### src/logic/mem_1w1r.sv
`timescale 1ns/10ps

module mem_1w1r #(
    parameter int ELEMENTS_W = 4,
    parameter int WIDTH      = 32
) (
    input  logic                  clk,

    input  logic                  read,
    input  logic [ELEMENTS_W-1:0] readaddress,
    output logic [WIDTH-1:0]      readdata,

    input  logic                  write,
    input  logic [ELEMENTS_W-1:0] writeaddress,
    input  logic [WIDTH-1:0]      writedata
);

    logic [WIDTH-1:0] storage [2**ELEMENTS_W];

    always_ff @(posedge clk) begin
        if (write) begin
            storage[writeaddress] <= writedata;
        end
    end

    // registered read, same-address write shows up one cycle later
    always_ff @(posedge clk) begin
        if (read) begin
            readdata <= storage[readaddress];
        end
    end

endmodule

### config.mk
export PLATFORM = sky130hd
export DESIGN_NAME = mem_1w1r
export DESIGN_NICKNAME = d
export VERILOG_FILES = /design/src/logic/mem_1w1r.sv
export SDC_FILE = /design/constraint.sdc
export NUM_CORES = 1
export LEC_CHECK = 0
export ABC_AREA = 1
export BUFFER_PORTS_ARGS = -buffer_cell sky130_fd_sc_hd__buf_2
export CAP_MARGIN = 20
export CORE_ASPECT_RATIO = 0.7
export CORE_UTILIZATION = 60
export CTS_BUF_LIST = sky130_fd_sc_hd__clkbuf_4 sky130_fd_sc_hd__clkbuf_8 sky130_fd_sc_hd__clkbuf_16
export DETAILED_ROUTE_END_ITERATION = 12
export GPL_TIMING_DRIVEN = 0
export PLACE_DENSITY = 0.79
export SYNTH_ARGS = -nofsm -noshare
export SYNTH_HDL_FRONTEND = slang
export SYNTH_SLANG_ARGS = --single-unit
### constraint.sdc
create_clock -name clk -period 2.97 [get_ports clk]
set_clock_uncertainty 0.1 [all_clocks]
set_input_delay 0.297 -clock clk [delete_from_list [all_inputs] [get_ports clk]]
set_output_delay 0.297 -clock clk [all_outputs]
set_load 0.05 [all_outputs]
After elaboration in Yosys (flattened, before gate mapping)
Memory sizes are Yosys's and may differ from the RTL's. A register that Yosys moved wholly into a read port is not among the register bits.
Cells that the tools add are included.
{"block": "word_totals", "romBits": 0, "latch_bits": 0, "reg_bits": 0, "memories": 1, "mem_bits_rw": 512, "output_inout_bits": 32}
{"name": "storage", "depth": 16, "word_bits": 32, "rd": 1, "rd_ports_with_merged_regs": 1, "wr": 1, "line_no": "18", "text": "logic [WIDTH-1:0] storage [2**ELEMENTS_W];"}
{"block": "op_classes", "div_mod_pow": 0, "n_eq_ne": 0, "n_reduce_logical": 0, "order_cmp": 0, "n_bitwise": 0, "multipliers": 0, "shift": 0, "mux": 2, "addsub": 0}
{"cell": "1-bit two-way mux", "n": 2}

Logic depth before layout (Yosys ltp)
{"block": "logic_depth", "depth_word": 2, "mapped_depth": 10, "ltp_nobuf": 7}

Least setup slack after synthesis
No wires, ideal clock.
{"block": "synth_path", "path_type": "input -> register", "startpoint": "in writeaddress[2]", "endpoint": "mem storage[10][0], enable pin", "arrival_time_ns": 1.869, "path_buffers": 0, "setup_ns": 0.421, "cell_stages": 2, "slack_ns": 0.580, "t_required_ns": 2.449, "path_cell_list": "nand3b_1 > nor2_1"}
{"item": "start, declared", "line_no": "14", "text": "input logic [ELEMENTS_W-1:0] writeaddress,"}
{"item": "end, declared", "line_no": "18"}
Straight into the memory's write port.

==> results.json <==
{
  "timing.final.max_slew_violations": 0,
  "synth_top_family_by_area": "simple AND/OR/NAND/NOR gates",
  "synth_fa_ha_area_share_pct": 0,
  "fill_cells": 2479,
  "stdcell_count": 2802,
  "fin_setup_tns_ps": 0,
  "viasPerCell": 5.749,
  "grt_max_degree": 33,
  "fin_nets": 2321,
  "synth-xor-area-share_pct": 0,
  "r2r_start": "storage[4][15]$_DFFE_PP_",
  "cp.required_ps": 3180,
  "syn_area_um2": 23050,
  "post-route-min-period_ps": 1766,
  "synth_simple_gate_area_share_pct": 19.73,
  "path_buf_inv": 3,
  "htree_num_levels": 2,
  "min_from": "writedata[30]",
  "synth-warning-count": 0,
  "regArea_um2": 16340,
  "hold_viol": 0,
  "p_comb_share_pct": 7.8,
  "layout-drive-gt1-share_pct": 11.37,
  "ir_worst_vdd_uv": 575.4,
  "period_share_pct": 59.47,
  "multi_input_area_um2": 4667,
  "diodes": 0,
  "wl_per_cell_um": 22.43,
  "netlist.area_leader.share_pct": 70.87,
  "num_vias": 16110,
  "path_max_fanout": 10,
  "cp_slowest_cell": "buf_1",
  "first_pass_iters": 6,
  "r2r_slack_ps": 1580,
  "placed_cells": 2696,
  "holdWs_ps": 8.737,
  "row_count": 59,
  "worstSetupPathType": "in2reg",
  "avgSynthCellArea_um2": 10.87,
  "tightest_slew_ps": 999.7,
  "end_kind": "flip-flop",
  "finalWirelength_um": 62860,
  "internal-power_mw": 12.85,
  "synth_top_area_cell": "edfxtp_1",
  "die_h_um": 166.0,
  "numClockSinks": 544,
  "rsz0062_at_grt": "no",
  "die_w_um": 236.3,
  "swShare_pct": 22.81,
  "cts.path.max_buffers": 3,
  "gp_congestion": 0.8504,
  "grt_pass1_wl_um": 92750,
  "io_buffers": 72,
  "pin_count": 75,
  "core_um2": 37500,
  "drc": 0,
  "drv_cap": 0,
  "cts_resized": 0,
  "power_leakage_nw": 11.26,
  "synth_compound_area_share_pct": 0,
  "p_switching_mw": 3.798,
  "synth_nets": 2163,
  "grt_overflow": 0,
  "p_per_area_nw_per_um2": 631.7,
  "path_clk_slew_ps": 60,
  "hpwlAfterDp_um": 38910,
  "hold_path.class": "in2reg",
  "ys_types": 14,
  "crit_family": "buffers and inverters",
  "crit_start": "readaddress[2]",
  "muxShareOfSynthArea_pct": 0,
  "dr.first_iter.drc_count": 2635,
  "design.die.area_um2": 39220,
  "max_stage_delay_ps": 750,
  "startpoint_type": "input pin",
  "pwr-share-clk_pct": 40.0,
  "yosysSeqAreaShare_pct": 70.87,
  "status": "finished clean",
  "final_antenna_net_count": 0,
  "path_cells": "buf_2 -> buf_2 -> buf_1 -> nand3_1 -> nand3_1 -> nand2_1",
  "grt_usage_pct": 32.29,
  "synth_area_leaders": "edfxtp_1, nand2_1, nand3_1",
  "ys_seq_elements": 544,
  "syn_inst": 2120,
  "seqPwrFrac_pct": 52.2,
  "final_cell_mix": "nand2_1, edfxtp_1, inv_1, nand3_1, buf_2",
  "tritoncts": "done",
  "cts_root_buffer": "clkbuf_16",
  "grt_pass1_vias": 15680,
  "clock_latency_ps": 590,
  "antenna_found_initial": 0,
  "max_freq_ghz": 0.5662,
  "finalSetupViolations": 0,
  "max_slew_margin_pct": 33.35,
  "crit_arrival_ps": 1980,
  "final_common_cell": "nand2_1",
  "cts_buffers": 51,
  "start_util_pct": 61.47,
  "area_growth_pct": 14.36
}
synthesized netlist by cell type:
| library cell | instances |
|---|---|
| clkbuf_1 | 14 |
| inv_1 | 388 |
| nand3b_1 | 2 |
| buf_6 | 29 |
| buf_12 | 1 |
| nand3_1 | 385 |
| buf_1 | 14 |
| buf_2 | 41 |
| buf_4 | 6 |
| nor2_1 | 17 |
| inv_2 | 1 |
| edfxtp_1 | 544 |
| inv_4 | 1 |
| nand2_1 | 677 |
state kept, by name, indices dropped and copies added (netlist names):
name      flops
storage     512
readdata     32
per-stage QoR:
step	instance area, um^2	total power [mW]	setup WS, ps	util, %
global placement	24020	10.02	-1173	64.06
finish	26360	16.65	1204	70.30
global route	26360	17.04	1250	70.30
floorplan	23050	9.569	580.3	-
CTS	26360	16.63	1268	70.30
detailed placement	24500	10.09	726.9	65.33
metal layers:
| metal | track usage (%) | routed length, um | vias to the layer above |
|---|---|---|---|
| met5 | 0 | 0 | - |
| met4 | 16.46 | 3082 | 0 |
| met3 | 7.114 | 8135 | 241 |
| met2 | 48.83 | 28110 | 1186 |
| met1 | 44.65 | 23540 | 7492 |
| li1 | - | - | 7189 |
logic make-up after synthesis:
logic type	count (synthesis)
AND/OR/NAND/NOR	1081
buffers and inverters	495
flip-flops	544
power by group through the flow:
stage | combinational [mW] | clock (mW) | sequential [mW]
after CTS | 1.27 | 6.67 | 8.69
after global placement | 1.16 | 0 | 8.85
after detailed placement | 1.24 | 0 | 8.85
final | 1.30 | 6.66 | 8.69
after floorplan | 0.586 | 0 | 8.98
after global routing | 1.38 | 6.96 | 8.70
final cells by class:
cell class                 instances  share of cell area, %
sequential                       544                  61.97
multi-input combinational       1081                  17.70
inverter                         390                  5.563
clock buffer                      64                  5.344
timing repair buffer             105                  3.370
buffer                           105                  2.663
tap                              488                  2.316
clock inverter                    25                  1.073
timing repair:
| action | in CTS | in global routing |
|---|---|---|
| buffers inserted | 0 | 0 |
| hold buffers | 17 | 0 |
| hold endpoints to repair | 221 | 0 |
worst paths after layout:
path / cells after the start / end
setup / recovery: 6 / readdata[17]$_DFFE_PP_
hold / removal: 1 / storage[13][30]$_DFFE_PP_
setup reg to reg: 6 / readdata[15]$_DFFE_PP_
hold reg to reg: 6 / readdata[26]$_DFFE_PP_
(Power assumes the default switching activity.)
