$ cat config.mk
export PLATFORM = sky130hd
export DESIGN_NAME = cache_store_merge
export DESIGN_NICKNAME = d
export VERILOG_FILES = /design/src/logic/armleocpu_defs_pkg.sv /design/src/logic/cache_store_merge.sv
export SDC_FILE = /design/constraint.sdc
export NUM_CORES = 1
export LEC_CHECK = 0
export BUFFER_PORTS_ARGS = -buffer_cell sky130_fd_sc_hd__buf_2
export CELL_PAD_IN_SITES_DETAIL_PLACEMENT = 0
export CELL_PAD_IN_SITES_GLOBAL_PLACEMENT = 2
export CORE_ASPECT_RATIO = 0.7
export CORE_MARGIN = 5
export CORE_UTILIZATION = 19
export DETAILED_ROUTE_END_ITERATION = 8
export PLACE_DENSITY = 0.95
export SLEW_MARGIN = 20
export SYNTH_ARGS = -nofsm -noshare
export SYNTH_HDL_FRONTEND = slang
export SYNTH_SLANG_ARGS = --single-unit
export TNS_END_PERCENT = 5
$ cat constraint.sdc
create_clock -name vclk -period 1.9
set_input_delay 0.095 -clock vclk [all_inputs]
set_output_delay 0.095 -clock vclk [all_outputs]
set_load 0.005 [all_outputs]
$ cat src/logic/armleocpu_defs_pkg.sv
package armleocpu_defs_pkg;

    // load types as driven by the core
    typedef enum logic [2:0] {
        LOAD_BYTE          = 3'd0,
        LOAD_BYTE_UNSIGNED = 3'd1,
        LOAD_HALF          = 3'd2,
        LOAD_HALF_UNSIGNED = 3'd3,
        LOAD_WORD          = 3'd4
    } load_type_t;

    // store types as driven by the core
    typedef enum logic [1:0] {
        STORE_BYTE = 2'd0,
        STORE_HALF = 2'd1,
        STORE_WORD = 2'd2
    } store_type_t;

    // line geometry, 16 words of 32 bits = 64 bytes
    localparam int OFFSET_W   = 4;
    localparam int LINE_WORDS = 16;

    // physical tag width
    localparam int TAG_W = 22;

    // lane field width of the address layout below
    // the cache parameter LANES_W has to equal this value
    localparam int LANE_W = 4;

    // request address, seen either as a plain word or split into fields
    typedef union packed {
        logic [31:0] raw;
        struct packed {
            logic [TAG_W-1:0]    tag;
            logic [LANE_W-1:0]   lane;
            logic [OFFSET_W-1:0] offset;
            logic [1:0]          inword;
        } f;
    } cache_addr_u;

endpackage

$ cat src/logic/cache_store_merge.sv
`timescale 1ns/10ps

module cache_store_merge import armleocpu_defs_pkg::*; (
    input  logic [31:0] old_word,
    input  logic [31:0] store_data,
    input  logic [1:0]  inword,
    input  store_type_t store_type,
    output logic [31:0] new_word,
    output logic        misaligned
);

    always_comb begin
        new_word   = old_word;
        misaligned = 1'b0;
        case (store_type)
            STORE_BYTE: begin
                new_word[{inword, 3'b000} +: 8] = store_data[7:0];
            end
            STORE_HALF: begin
                misaligned = inword[0];
                if (inword[1]) begin
                    new_word[31:16] = store_data[15:0];
                end else begin
                    new_word[15:0] = store_data[15:0];
                end
            end
            STORE_WORD: begin
                misaligned = |inword;
                new_word   = store_data;
            end
            default: begin
                new_word   = old_word;
                misaligned = 1'b0;
            end
        endcase
    end

endmodule

# After elaboration in Yosys (flattened, before gate mapping)
# Index checks and enable logic that the tools add are counted.
op_classes:
  div_mod_pow: 0
  n_eq_ne: 2
  n_bitwise: 0
  multipliers: 0
  add_sub_neg: 1
  n_lt_le_gt_ge: 0
  shift: 2
  n_reduce_logical: 2
  muxes: 5
ops:
  columns: ["op", "count"]
  rows:
  - ["$pmux W32 S3", 1]
  - ["$bwmux W32", 1]
  - ["$mux W16", 2]
  - ["$shift A8 B7 Y32 const A", 1]
  - ["$shiftx A8 B7 Y32", 1]
  - ["$neg A5 Y7", 1]
  - ["$eq A2 B1 Y1 const B", 1]
  - ["$eq A2 B2 Y1 const B", 1]
  - ["$logic_not A2 Y1", 1]
  - ["$pmux W1 S2", 1]
  - ["$reduce_or A2 Y1", 1]
totals:
  ram_bits: 0
  n_memories: 0
  output_inout_bits: 33
  romBits: 0
  latchBits: 0
  register_bits: 0
  word_cells: 12
  input_bits: 68

# Longest topological paths before layout
logic_depth:
  depth_word: 4
  mapped_depth: 8
  mapped_depth_nobuf: 5

# Worst setup path after synthesis
# Ideal clock, no wire load.
synth_path:
  path_kind: "input -> output"
  startpoint: "input port inword[1]"
  endpoint: "output port new_word[16]"
  setup_slack_ps: 120
  cell_stages: 7
  path_buffers: 2
  arrival_time_ps: 1685
  t_required_ps: 1805
  cell_sequence: "buf_4 clkbuf_1 inv_1 ha_1 nand4bb_4 nor4_4 a221o_1"
synth_between:
  elab_chain_len: 4
synth_lines:
  columns: ["item", "line", "source"]
  rows:
  - ["start: declaration", "cache_store_merge.sv:6", "input logic [1:0] inword,"]
  - ["$neg A5 Y7", "cache_store_merge.sv:17", "new_word[{inword, 3'b000} +: 8] = store_data[7:0];"]
  - ["$shiftx A8 B7 Y32 / $shift A8 B7 Y32 (equally long branches)", "cache_store_merge.sv:17", null]
  - ["$bwmux W32", "cache_store_merge.sv:17", null]
  - ["$pmux W32 S3 *", "cache_store_merge.sv:15", "case (store_type)"]
  - ["end: declaration", "cache_store_merge.sv:8", "output logic [31:0] new_word,"]
# Mark *: on every way between the ends. The rest lies on a longest branch, timed or not.

# Worst setup path in the final report
layout_path:
  startpoint: "input port inword[0]"
  endpoint: "output port new_word[16]"
layout_between:
  elab_chain_len: 4
layout_lines:
  columns: ["item", "line"]
  rows:
  - ["$neg A5 Y7 *", "cache_store_merge.sv:17"]
  - ["$shiftx A8 B7 Y32 / $shift A8 B7 Y32 (equally long branches)", "cache_store_merge.sv:17"]
  - ["$bwmux W32 *", "cache_store_merge.sv:17"]
  - ["$pmux W32 S3 *", "cache_store_merge.sv:15"]
# Marks and branches as above.

==> results.md <==
* Pwr per Cell Area at 252 nW/µm²
* RSZ-0062 raised after global routing: no
* Die ar. at 7470 µm²
* Post-CTS sizing at 0
* Synth area leaders: a221o_1 (27%), a32oi_1 (13%), ha_1 (10%)
* Row count at 23
* CP dominant cell by count: buf_2
* WL/cell at 18.3 µm
* Yosys top cell area share at 0.271
* CP top delay family: simple AND/OR/NAND/NOR gates
* Worst Path Required at 1.80 ns
* Min-Delay Path Class: in -> out
* F_max at 578 MHz
* Starting Density at 0.194
* Buffers and inverters on the worst path at 3
* # IOs at 101
* Maxcap violations at 0
* Element type at the critical path end: primary output
* Syn_area_per_cell at between 8 and 9 µm²
* Max_slew headroom at 0.650
* CP Class: in -> out
* DIE HEIGHT at around 74 µm
* Final min period at 1.73 ns
* Number of clock buffers in the layout at 0
* Overflow after GRT at 0
* Initial antenna violation count at 0
* Endpoints failing setup at 0
* Post-DR vias/cell at 5.23
* Diode count at 0
* Initial DRC count at 127
* Port Buf Inserts at 101
* Number of global-route vias before repair at 1607
* Area leader, netlist: a221o_1
* GRT Overall Usage at 0.143
* Post-synthesis cell type count at 31
* Core footprint at between 5000 and 6000 µm²
* Leak at 0.865 nW
* Remaining DRCs at 0
* Hold Path Origin: old_word[20]
* Crit-path max cell delay at 0.51 ns
* Layout overhead on the synthesized area at 53.7%
* Yosys warning total at 0
* Detailed placer's ending HPWL at ~4.7 mm
* Layout Utilization at 0.298
* Crit-path cells: buf_2, inv_1, ha_1, nand4bb_4, nor4_4, a221o_1, buf_2
* Cell Area, Synth at approximately 1100 µm²
* Setup Buffers After CTS at 0
* # nets final at 315
* Worst-Margin Slew at 0.521 ns
* WP data arrival at ~1.6 ns
* Sequential area share after synthesis at 0
* Pin count of the biggest net entering global routing at 21
* Gate Count Post-Synth at 137
* Status: complete, no violations
* ANT nets after route at 0
* Crit Path Max Fanout at 7
* Ratio of cells with drive above 1 in the final layout at 0.513
* Hold Crit Endpoint: new_word[20]
* Reg area at 0 µm²
* Hold Buf Count CTS at 0
* Drt total wl at 5.70 mm
* Drt pass-1 iters at 4
* Worst hold stages at 3
* Top cells by count, synth: a221o_1 (30), nor2_1 (18), a32oi_1 (16)
* Critical Path Source Type: input port
* Syn_nets at 214
* Die width at 101 µm
* DR vias at around 1600
* TNS Setup at 0 ns
* Seq Cell Count at 0
* Slowest cell on crit path: ha_1
* VDD IR max at 94.8 µV
* First-pass GRT wire length at 8.66 mm
* Fin crit share at 0.911
* Fill count at around 650
* Final-report max-slew violation count at 0
* Most common cell in the netlist: a221o_1
* Final Hold Fails at 0
* GP Congestion at between 0.8 and 0.9
==> final cells by class <==
cell class                 count  area, µm²  share of cell area
multi-input combinational    119       1010               0.595
timing repair buffer         109        566               0.333
tap                           75       93.8              0.0552
inverter                       8       30.0              0.0177
==> logic make-up after synthesis <==
group                    count (synthesis)  synth area share
AO/OA/AOI/OAI                           56             0.485
adder cells (fa/ha/maj)                  9             0.102
buffers and inverters                   18            0.0860
AND/OR/NAND/NOR                         54             0.327
==> cells in the final DEF (no fill, tap or decap) <==
cell,instances
a21oi_2,2
o211ai_2,1
nor2_1,18
nor2b_1,7
inv_2,1
a211o_1,2
ha_1,9
nor3_1,1
o211ai_4,1
nand2_1,3
o21ai_0,1
nor4_4,2
nor4_1,2
nand3b_2,1
nand4bb_4,1
a32oi_1,16
o21ai_2,2
a21oi_1,1
buf_4,8
inv_1,7
and3_1,7
nand2b_4,1
buf_2,101
nor3b_1,7
a221o_1,30
nand2b_1,1
nand3b_1,1
and2_1,1
and4b_1,1
==> power by group <==
group | total [mW] | leakage, nW | internal, mW | switching, mW
clock network | 0 | 0 | 0 | 0
registers | 0 | 0 | 0 | 0
logic | 0.428 | 0.865 | 0.208 | 0.220
total | 0.428 | 0.865 | 0.208 | 0.220
==> per-layer routing <==
layer | part of all wire | track usage
met1 | 0.47 | 0.222
met2 | 0.42 | 0.209
met3 | 0.11 | 0.0294
met4 | 0 | 0.0103
met5 | 0 | 0
==> metrics by stage <==
step           worst slack, ns  cell area, µm²  hold WS (ns)  power, mW  cells
2_1_floorplan            0.120            1110         0.297      0.219    137
3_3_place_gp             0.222            1700         0.473      0.427    311
3_5_place_dp             0.177            1700         0.475      0.428    311
4_1_cts                  0.167            1700         0.476      0.429    311
5_1_grt                 0.0471            1700         0.491      0.472    311
6_report                 0.170            1700         0.465      0.428    311
==> worst max path at each step <==
stage	startpoint	to	slack (ns)	cells after the start
4_1_cts	inword[0]	new_word[16]	0.17	7
2_1_floorplan	inword[1]	new_word[16]	0.12	7
6_report	inword[0]	new_word[16]	0.17	7
3_5_place_dp	inword[0]	new_word[16]	0.18	7
3_3_place_gp	inword[1]	new_word[31]	0.22	7
5_1_grt	inword[1]	new_word[30]	0.05	7
(Power assumes the default switching activity.)
