**config.mk**
```make
export PLATFORM = sky130hd
export DESIGN_NAME = cache_load_align
export DESIGN_NICKNAME = d
export VERILOG_FILES = /design/src/logic/armleocpu_defs_pkg.sv /design/src/logic/cache_load_align.sv
export SDC_FILE = /design/constraint.sdc
export NUM_CORES = 1
export LEC_CHECK = 0
export BUFFER_PORTS_ARGS = -buffer_cell sky130_fd_sc_hd__buf_2
export CORE_AREA = 2 2 51 53
export DETAILED_ROUTE_END_ITERATION = 16
export DIE_AREA = 0 0 53 55
export GPL_ROUTABILITY_DRIVEN = 0
export PLACE_DENSITY_LB_ADDON = 0.15
export SYNTH_ARGS = -nofsm -noshare
export SYNTH_HDL_FRONTEND = slang
export SYNTH_SLANG_ARGS = --single-unit
```
**constraint.sdc**
```tcl
create_clock -name vclk -period 1.3
set_clock_uncertainty 0.1 [all_clocks]
set_input_delay 0.195 -clock vclk [all_inputs]
set_output_delay 0.195 -clock vclk [all_outputs]
set_load 0.01 [all_outputs]
```
**src/logic/armleocpu_defs_pkg.sv**
```systemverilog
package armleocpu_defs_pkg;

    // load types as driven by the core
    typedef enum logic [2:0] {
        LOAD_BYTE          = 3'd0,
        LOAD_BYTE_UNSIGNED = 3'd1,
        LOAD_HALF          = 3'd2,
        LOAD_HALF_UNSIGNED = 3'd3,
        LOAD_WORD          = 3'd4
    } load_type_t;

    // store types as driven by the core
    typedef enum logic [1:0] {
        STORE_BYTE = 2'd0,
        STORE_HALF = 2'd1,
        STORE_WORD = 2'd2
    } store_type_t;

    // line geometry, 16 words of 32 bits = 64 bytes
    localparam int OFFSET_W   = 4;
    localparam int LINE_WORDS = 16;

    // physical tag width
    localparam int TAG_W = 22;

    // lane field width of the address layout below
    // the cache parameter LANES_W has to equal this value
    localparam int LANE_W = 4;

    // request address, seen either as a plain word or split into fields
    typedef union packed {
        logic [31:0] raw;
        struct packed {
            logic [TAG_W-1:0]    tag;
            logic [LANE_W-1:0]   lane;
            logic [OFFSET_W-1:0] offset;
            logic [1:0]          inword;
        } f;
    } cache_addr_u;

endpackage

```
**src/logic/cache_load_align.sv**
```systemverilog
`timescale 1ns/10ps

module cache_load_align import armleocpu_defs_pkg::*; (
    input  logic [31:0] word,
    input  logic [1:0]  inword,
    input  load_type_t  load_type,
    output logic [31:0] data,
    output logic        misaligned
);

    logic [7:0]  byte_sel;
    logic [15:0] half_sel;

    // byte and half picked by the low address bits
    assign byte_sel = word[{inword, 3'b000} +: 8];
    assign half_sel = inword[1] ? word[31:16] : word[15:0];

    always_comb begin
        data       = word;
        misaligned = 1'b0;
        case (load_type)
            LOAD_BYTE: begin
                data = {{24{byte_sel[7]}}, byte_sel};
            end
            LOAD_BYTE_UNSIGNED: begin
                data = {24'd0, byte_sel};
            end
            LOAD_HALF: begin
                data       = {{16{half_sel[15]}}, half_sel};
                misaligned = inword[0];
            end
            LOAD_HALF_UNSIGNED: begin
                data       = {16'd0, half_sel};
                misaligned = inword[0];
            end
            LOAD_WORD: begin
                data       = word;
                misaligned = |inword;
            end
            default: begin
                data       = word;
                misaligned = 1'b0;
            end
        endcase
    end

endmodule

```
Word level (Yosys, flattened, before mapping)

Cells that the tools add are included.

Reduce and logical (&&, ||, !) cells: 3
Bitwise gates (word level): 0
Add/sub/neg operators: 0
Shifts and indexed selects: 1
$lt $le $gt $ge: 0
Eq/ne operators: 4
Multiplexer cells: 3
Div/mod/pow operators: 0
Multipliers: 0

Operators by type and width:

| cell               | number |
|---|---|
| $pmux 32 s4        | 1 |
| $shiftx 32x6->8    | 1 |
| $mux 16            | 1 |
| $eq 3x2->1 const B | 2 |
| $reduce_or 2->1    | 2 |
| $eq 3x1->1 const B | 1 |
| $eq 3x3->1 const B | 1 |
| $logic_not 3->1    | 1 |
| $pmux 1 s2         | 1 |

Bits in writable memories: 0
Bits of input ports: 37
Output and inout port bits: 33
Memories kept: 0
Flip-flop bits (word level): 0
ROM bits: 0
Bits in latches: 0

Longest topological paths before layout

Depth after elaboration: 3
Mapped depth: 5
Mapped depth without buffers: 3

Worst setup path before layout

OpenSTA, ideal clock, no wires.

Path type: input -> output
Start: input load_type[1]
End: output data[0]
Setup slack: -0.102 ns
Buffers on the path: 1
Arrival: 1.107 ns
Stages on the path: 4
Data required time: 1.005 ns
Cells stage by stage: clkbuf_2 > nand2b_4 > a21o_1 > a221o_1

Cells in the longest elaborated chain, start to end: 2
Elaborated cells on any way between the ends: 5
Classes of those cells: eq/ne (3); mux (1); reduce/logical (1)

RTL lines:

| what                               | line                   | RTL |
|---|---|---|
| start, declared                    | cache_load_align.sv:6  | `input load_type_t load_type,` |
| $eq 3x2->1 (tied with other cells) | cache_load_align.sv:21 | `case (load_type)` |
| $pmux 32 s4 *                      | cache_load_align.sv:21 |  |
| end, declared                      | cache_load_align.sv:7  | `output logic [31:0] data,` |

Every way passes the cells marked *; elsewhere a longest branch is shown, timed or not.

Worst setup path in the final report

Start: input inword[0]
End: output data[12]

Cells in the longest elaborated chain, start to end: 2

RTL lines:

| what            | line                   | RTL |
|---|---|---|
| start, declared | cache_load_align.sv:5  | `input logic [1:0] inword,` |
| $shiftx 32x6->8 | cache_load_align.sv:15 | `assign byte_sel = word[{inword, 3'b000} +: 8];` |
| $pmux 32 s4     | cache_load_align.sv:21 |  |

Every way passes these cells.

==> results.py <==
metrics = {
    "cells_and_area": {
        "nClkBuffers": 0,
        "area_delta_synth_final_pct": 109,
        "final_nets": 261,
        "seq_cells": 0,
        "nFillCells": 198,
        "drive_above_1_share_pct": 65.3,
        "layout_common_cells": "63 x buf_2, 33 x buf_4, 18 x nand2_1",
        "diodes": 0,
        "layout_commonest_cell": "buf_2",
        "register_area_sq_um": 0,
    },
    "routing": {
        "drtIter0Drc": 43,
        "postRouteAntennaNets": 0,
        "via_per_inst": 5.71,
        "drt-pass1-iter-count": 4,
        "wl_um": 3870,
        "dr_total_vias": 1438,
        "wl_per_cell_um": 15.4,
        "drc_errors": 0,
    },
    "logic_synthesis": {
        "syn_avg_cell_area_sq_um": 6.77,
        "yosys.area_share.simple_pct": 46.4,
        "yosys_warnings": 0,
        "synth_fp_nets": 159,
        "muxShareOfSynthArea_pct": 13.6,
        "synth_fa_ha_area_share_pct": 0,
        "synth_cell_types": 28,
        "synth-compound-area-share_pct": 28.6,
        "syn_inst": 122,
        "ys_seq_area_share_pct": 0,
        "synth_top_family_by_area": "simple AND/OR/NAND/NOR gates",
        "syn-cell-area_sq_um": 826,
        "synth_xor_area_share_pct": 0,
    },
    "global_routing": {
        "grt_overflow": 0,
        "gr-usage-all-layers_pct": 25.3,
        "antenna_found_initial": 0,
        "grt_first_pass_wirelength_um": 5730,
        "grt_pass1_vias": 1330,
        "grt_start_max_net_pins": 17,
    },
    "placement": {
        "place_ws_ns": -0.352,
        "portBuffers": 70,
        "dp_hpwl_um": 2870,
    },
    "min_path": {
        "min_from": "word[0]",
        "hold_class": "in2out",
        "whs_path_depth": 3,
        "worstHoldEndpoint": "data[0]",
    },
    "critical_path": {
        "path_class": "in2out",
        "arrival_ns": 1.28,
        "crit_path_frequent_cell": "buf_6",
        "cp-end-kind": "output pin",
        "path_delay_family": "buffers and inverters",
        "path_cells": "buf_8, mux2_4, a22oi_2, buf_6, buf_6, nand4_1, buf_2",
        "required_ns": 1.00,
        "setup.worst_path.start": "inword[0]",
        "critical_path.slowest_cell": "mux2_4",
        "crit_fanout": 6,
        "max_stage_delay_ns": 0.30,
        "cp_num_buf_inv": 4,
        "critPathLaunchType": "input pin",
    },
    "floorplan": {
        "coreArea_sq_mm": 0.00236,
        "num_io_pins": 70,
        "fp.dieW_um": 53,
        "die_area_sq_mm": 0.00292,
        "die_h_um": 55,
        "rows": 18,
        "initial_core_util_pct": 34.9,
    },
    "sta": {
        "setup_ws_ns": -0.278,
        "fin_crit_ns": 1.58,
        "relSlewSlack_pct": 79.8,
        "max_freq_mhz": 634,
        "holdWs_ns": 0.612,
        "tightest_slew_ns": 0.303,
        "finalHoldViolCount": 0,
        "slew_violations": 0,
        "setup-violations-final": 32,
        "rsz0062_at_grt": "yes",
        "fin_crit_sh_pct": 121,
    },
    "cts": {
        "hold_buffers": 0,
    },
    "run_status": {
        "outcome": "finished with violations",
        "violations": "setup timing",
    },
    "pwr": {
        "p_per_area_mw_per_mm2": 392,
        "leakagePower_nw": 0.924,
        "ir_drop_mv": 0.252,
        "total_power_mw": 0.675,
    },
    "flow_run": {
        "drv_cap": 0,
    },
}
[cells in the mapped netlist, drive strengths merged]
cell type	number	area (sq um)
a21o	1	7.51
a221o	7	70.1
a22oi	18	140
a31oi	1	6.26
and3b	1	8.76
and4b	7	70.1
buf	8	66.3
clkbuf	6	23.8
inv	1	3.75
mux2	10	113
nand2	25	93.8
nand2b	1	13.8
nand3	17	85.1
nand3b	1	7.51
nand4	7	43.8
nor2	2	7.51
nor2b	2	12.5
nor3	1	5.00
nor3b	2	20.0
nor4	1	6.26
nor4b	1	8.76
o211ai	1	7.51
o21ai	1	5.00
[worst max path at each step]
| stage | slack, ns | endpoint | cells past startpoint |
|---|---|---|---|
| after floorplan | -0.08 | data[10] | 4 |
| after global placement | -0.30 | data[14] | 6 |
| after detailed placement | -0.35 | data[14] | 6 |
| after CTS | -0.26 | data[12] | 7 |
| after global routing | -0.33 | data[12] | 7 |
| final | -0.28 | data[12] | 7 |
[area by class of cell]
cell class / count / area (sq um) / share of cell area (%)
Inverter: 1 / 3.75 / 0.218
Multi-Input combinational cell: 108 / 880 / 51.1
Tap cell: 30 / 37.5 / 2.18
Timing Repair Buffer: 113 / 802 / 46.6
[metrics by stage]
| step | cells | instance area, sq um | utilization [%] | TNS (ns) |
|---|---|---|---|---|
| after CTS | 252 | 1690 | 71.3 | -6.63 |
| after floorplan | 122 | 916 | - | -1.48 |
| final | 252 | 1720 | 72.9 | -6.98 |
| after global placement | 249 | 1540 | 64.9 | -8.54 |
| after detailed placement | 249 | 1540 | 64.9 | -9.65 |
| after global routing | 252 | 1720 | 72.9 | -8.26 |
[power by group]
part	internal, mW	switching [mW]	leakage, nW
registers	0	0	0
logic	0.358	0.316	0.924
clock network	0	0	0
[per-layer routing]
metal	routed length [um]	track usage, %	up-vias
met2	2000	46.0	74
met5	0	0	-
li1	-	-	684
met3	264	1.61	9
met1	1550	32.4	671
met4	52	6.41	0
[tightest hold or removal path: stages]
cell and delay, ns:
buf_2 0.08, a221o_1 0.12, buf_2 0.12
[repair_timing]
action	CTS	global route
pin swaps	7	2
buffers inserted	1	0
cloned	3	0
gates resized for setup	35	7
endpoints found under the setup margin	32	32
[logic make-up after synthesis]
family,count (synthesis)
simple gates,68
compound gates,29
buf+inv,15
mux,10
Power figures use the tool's default switching activity.
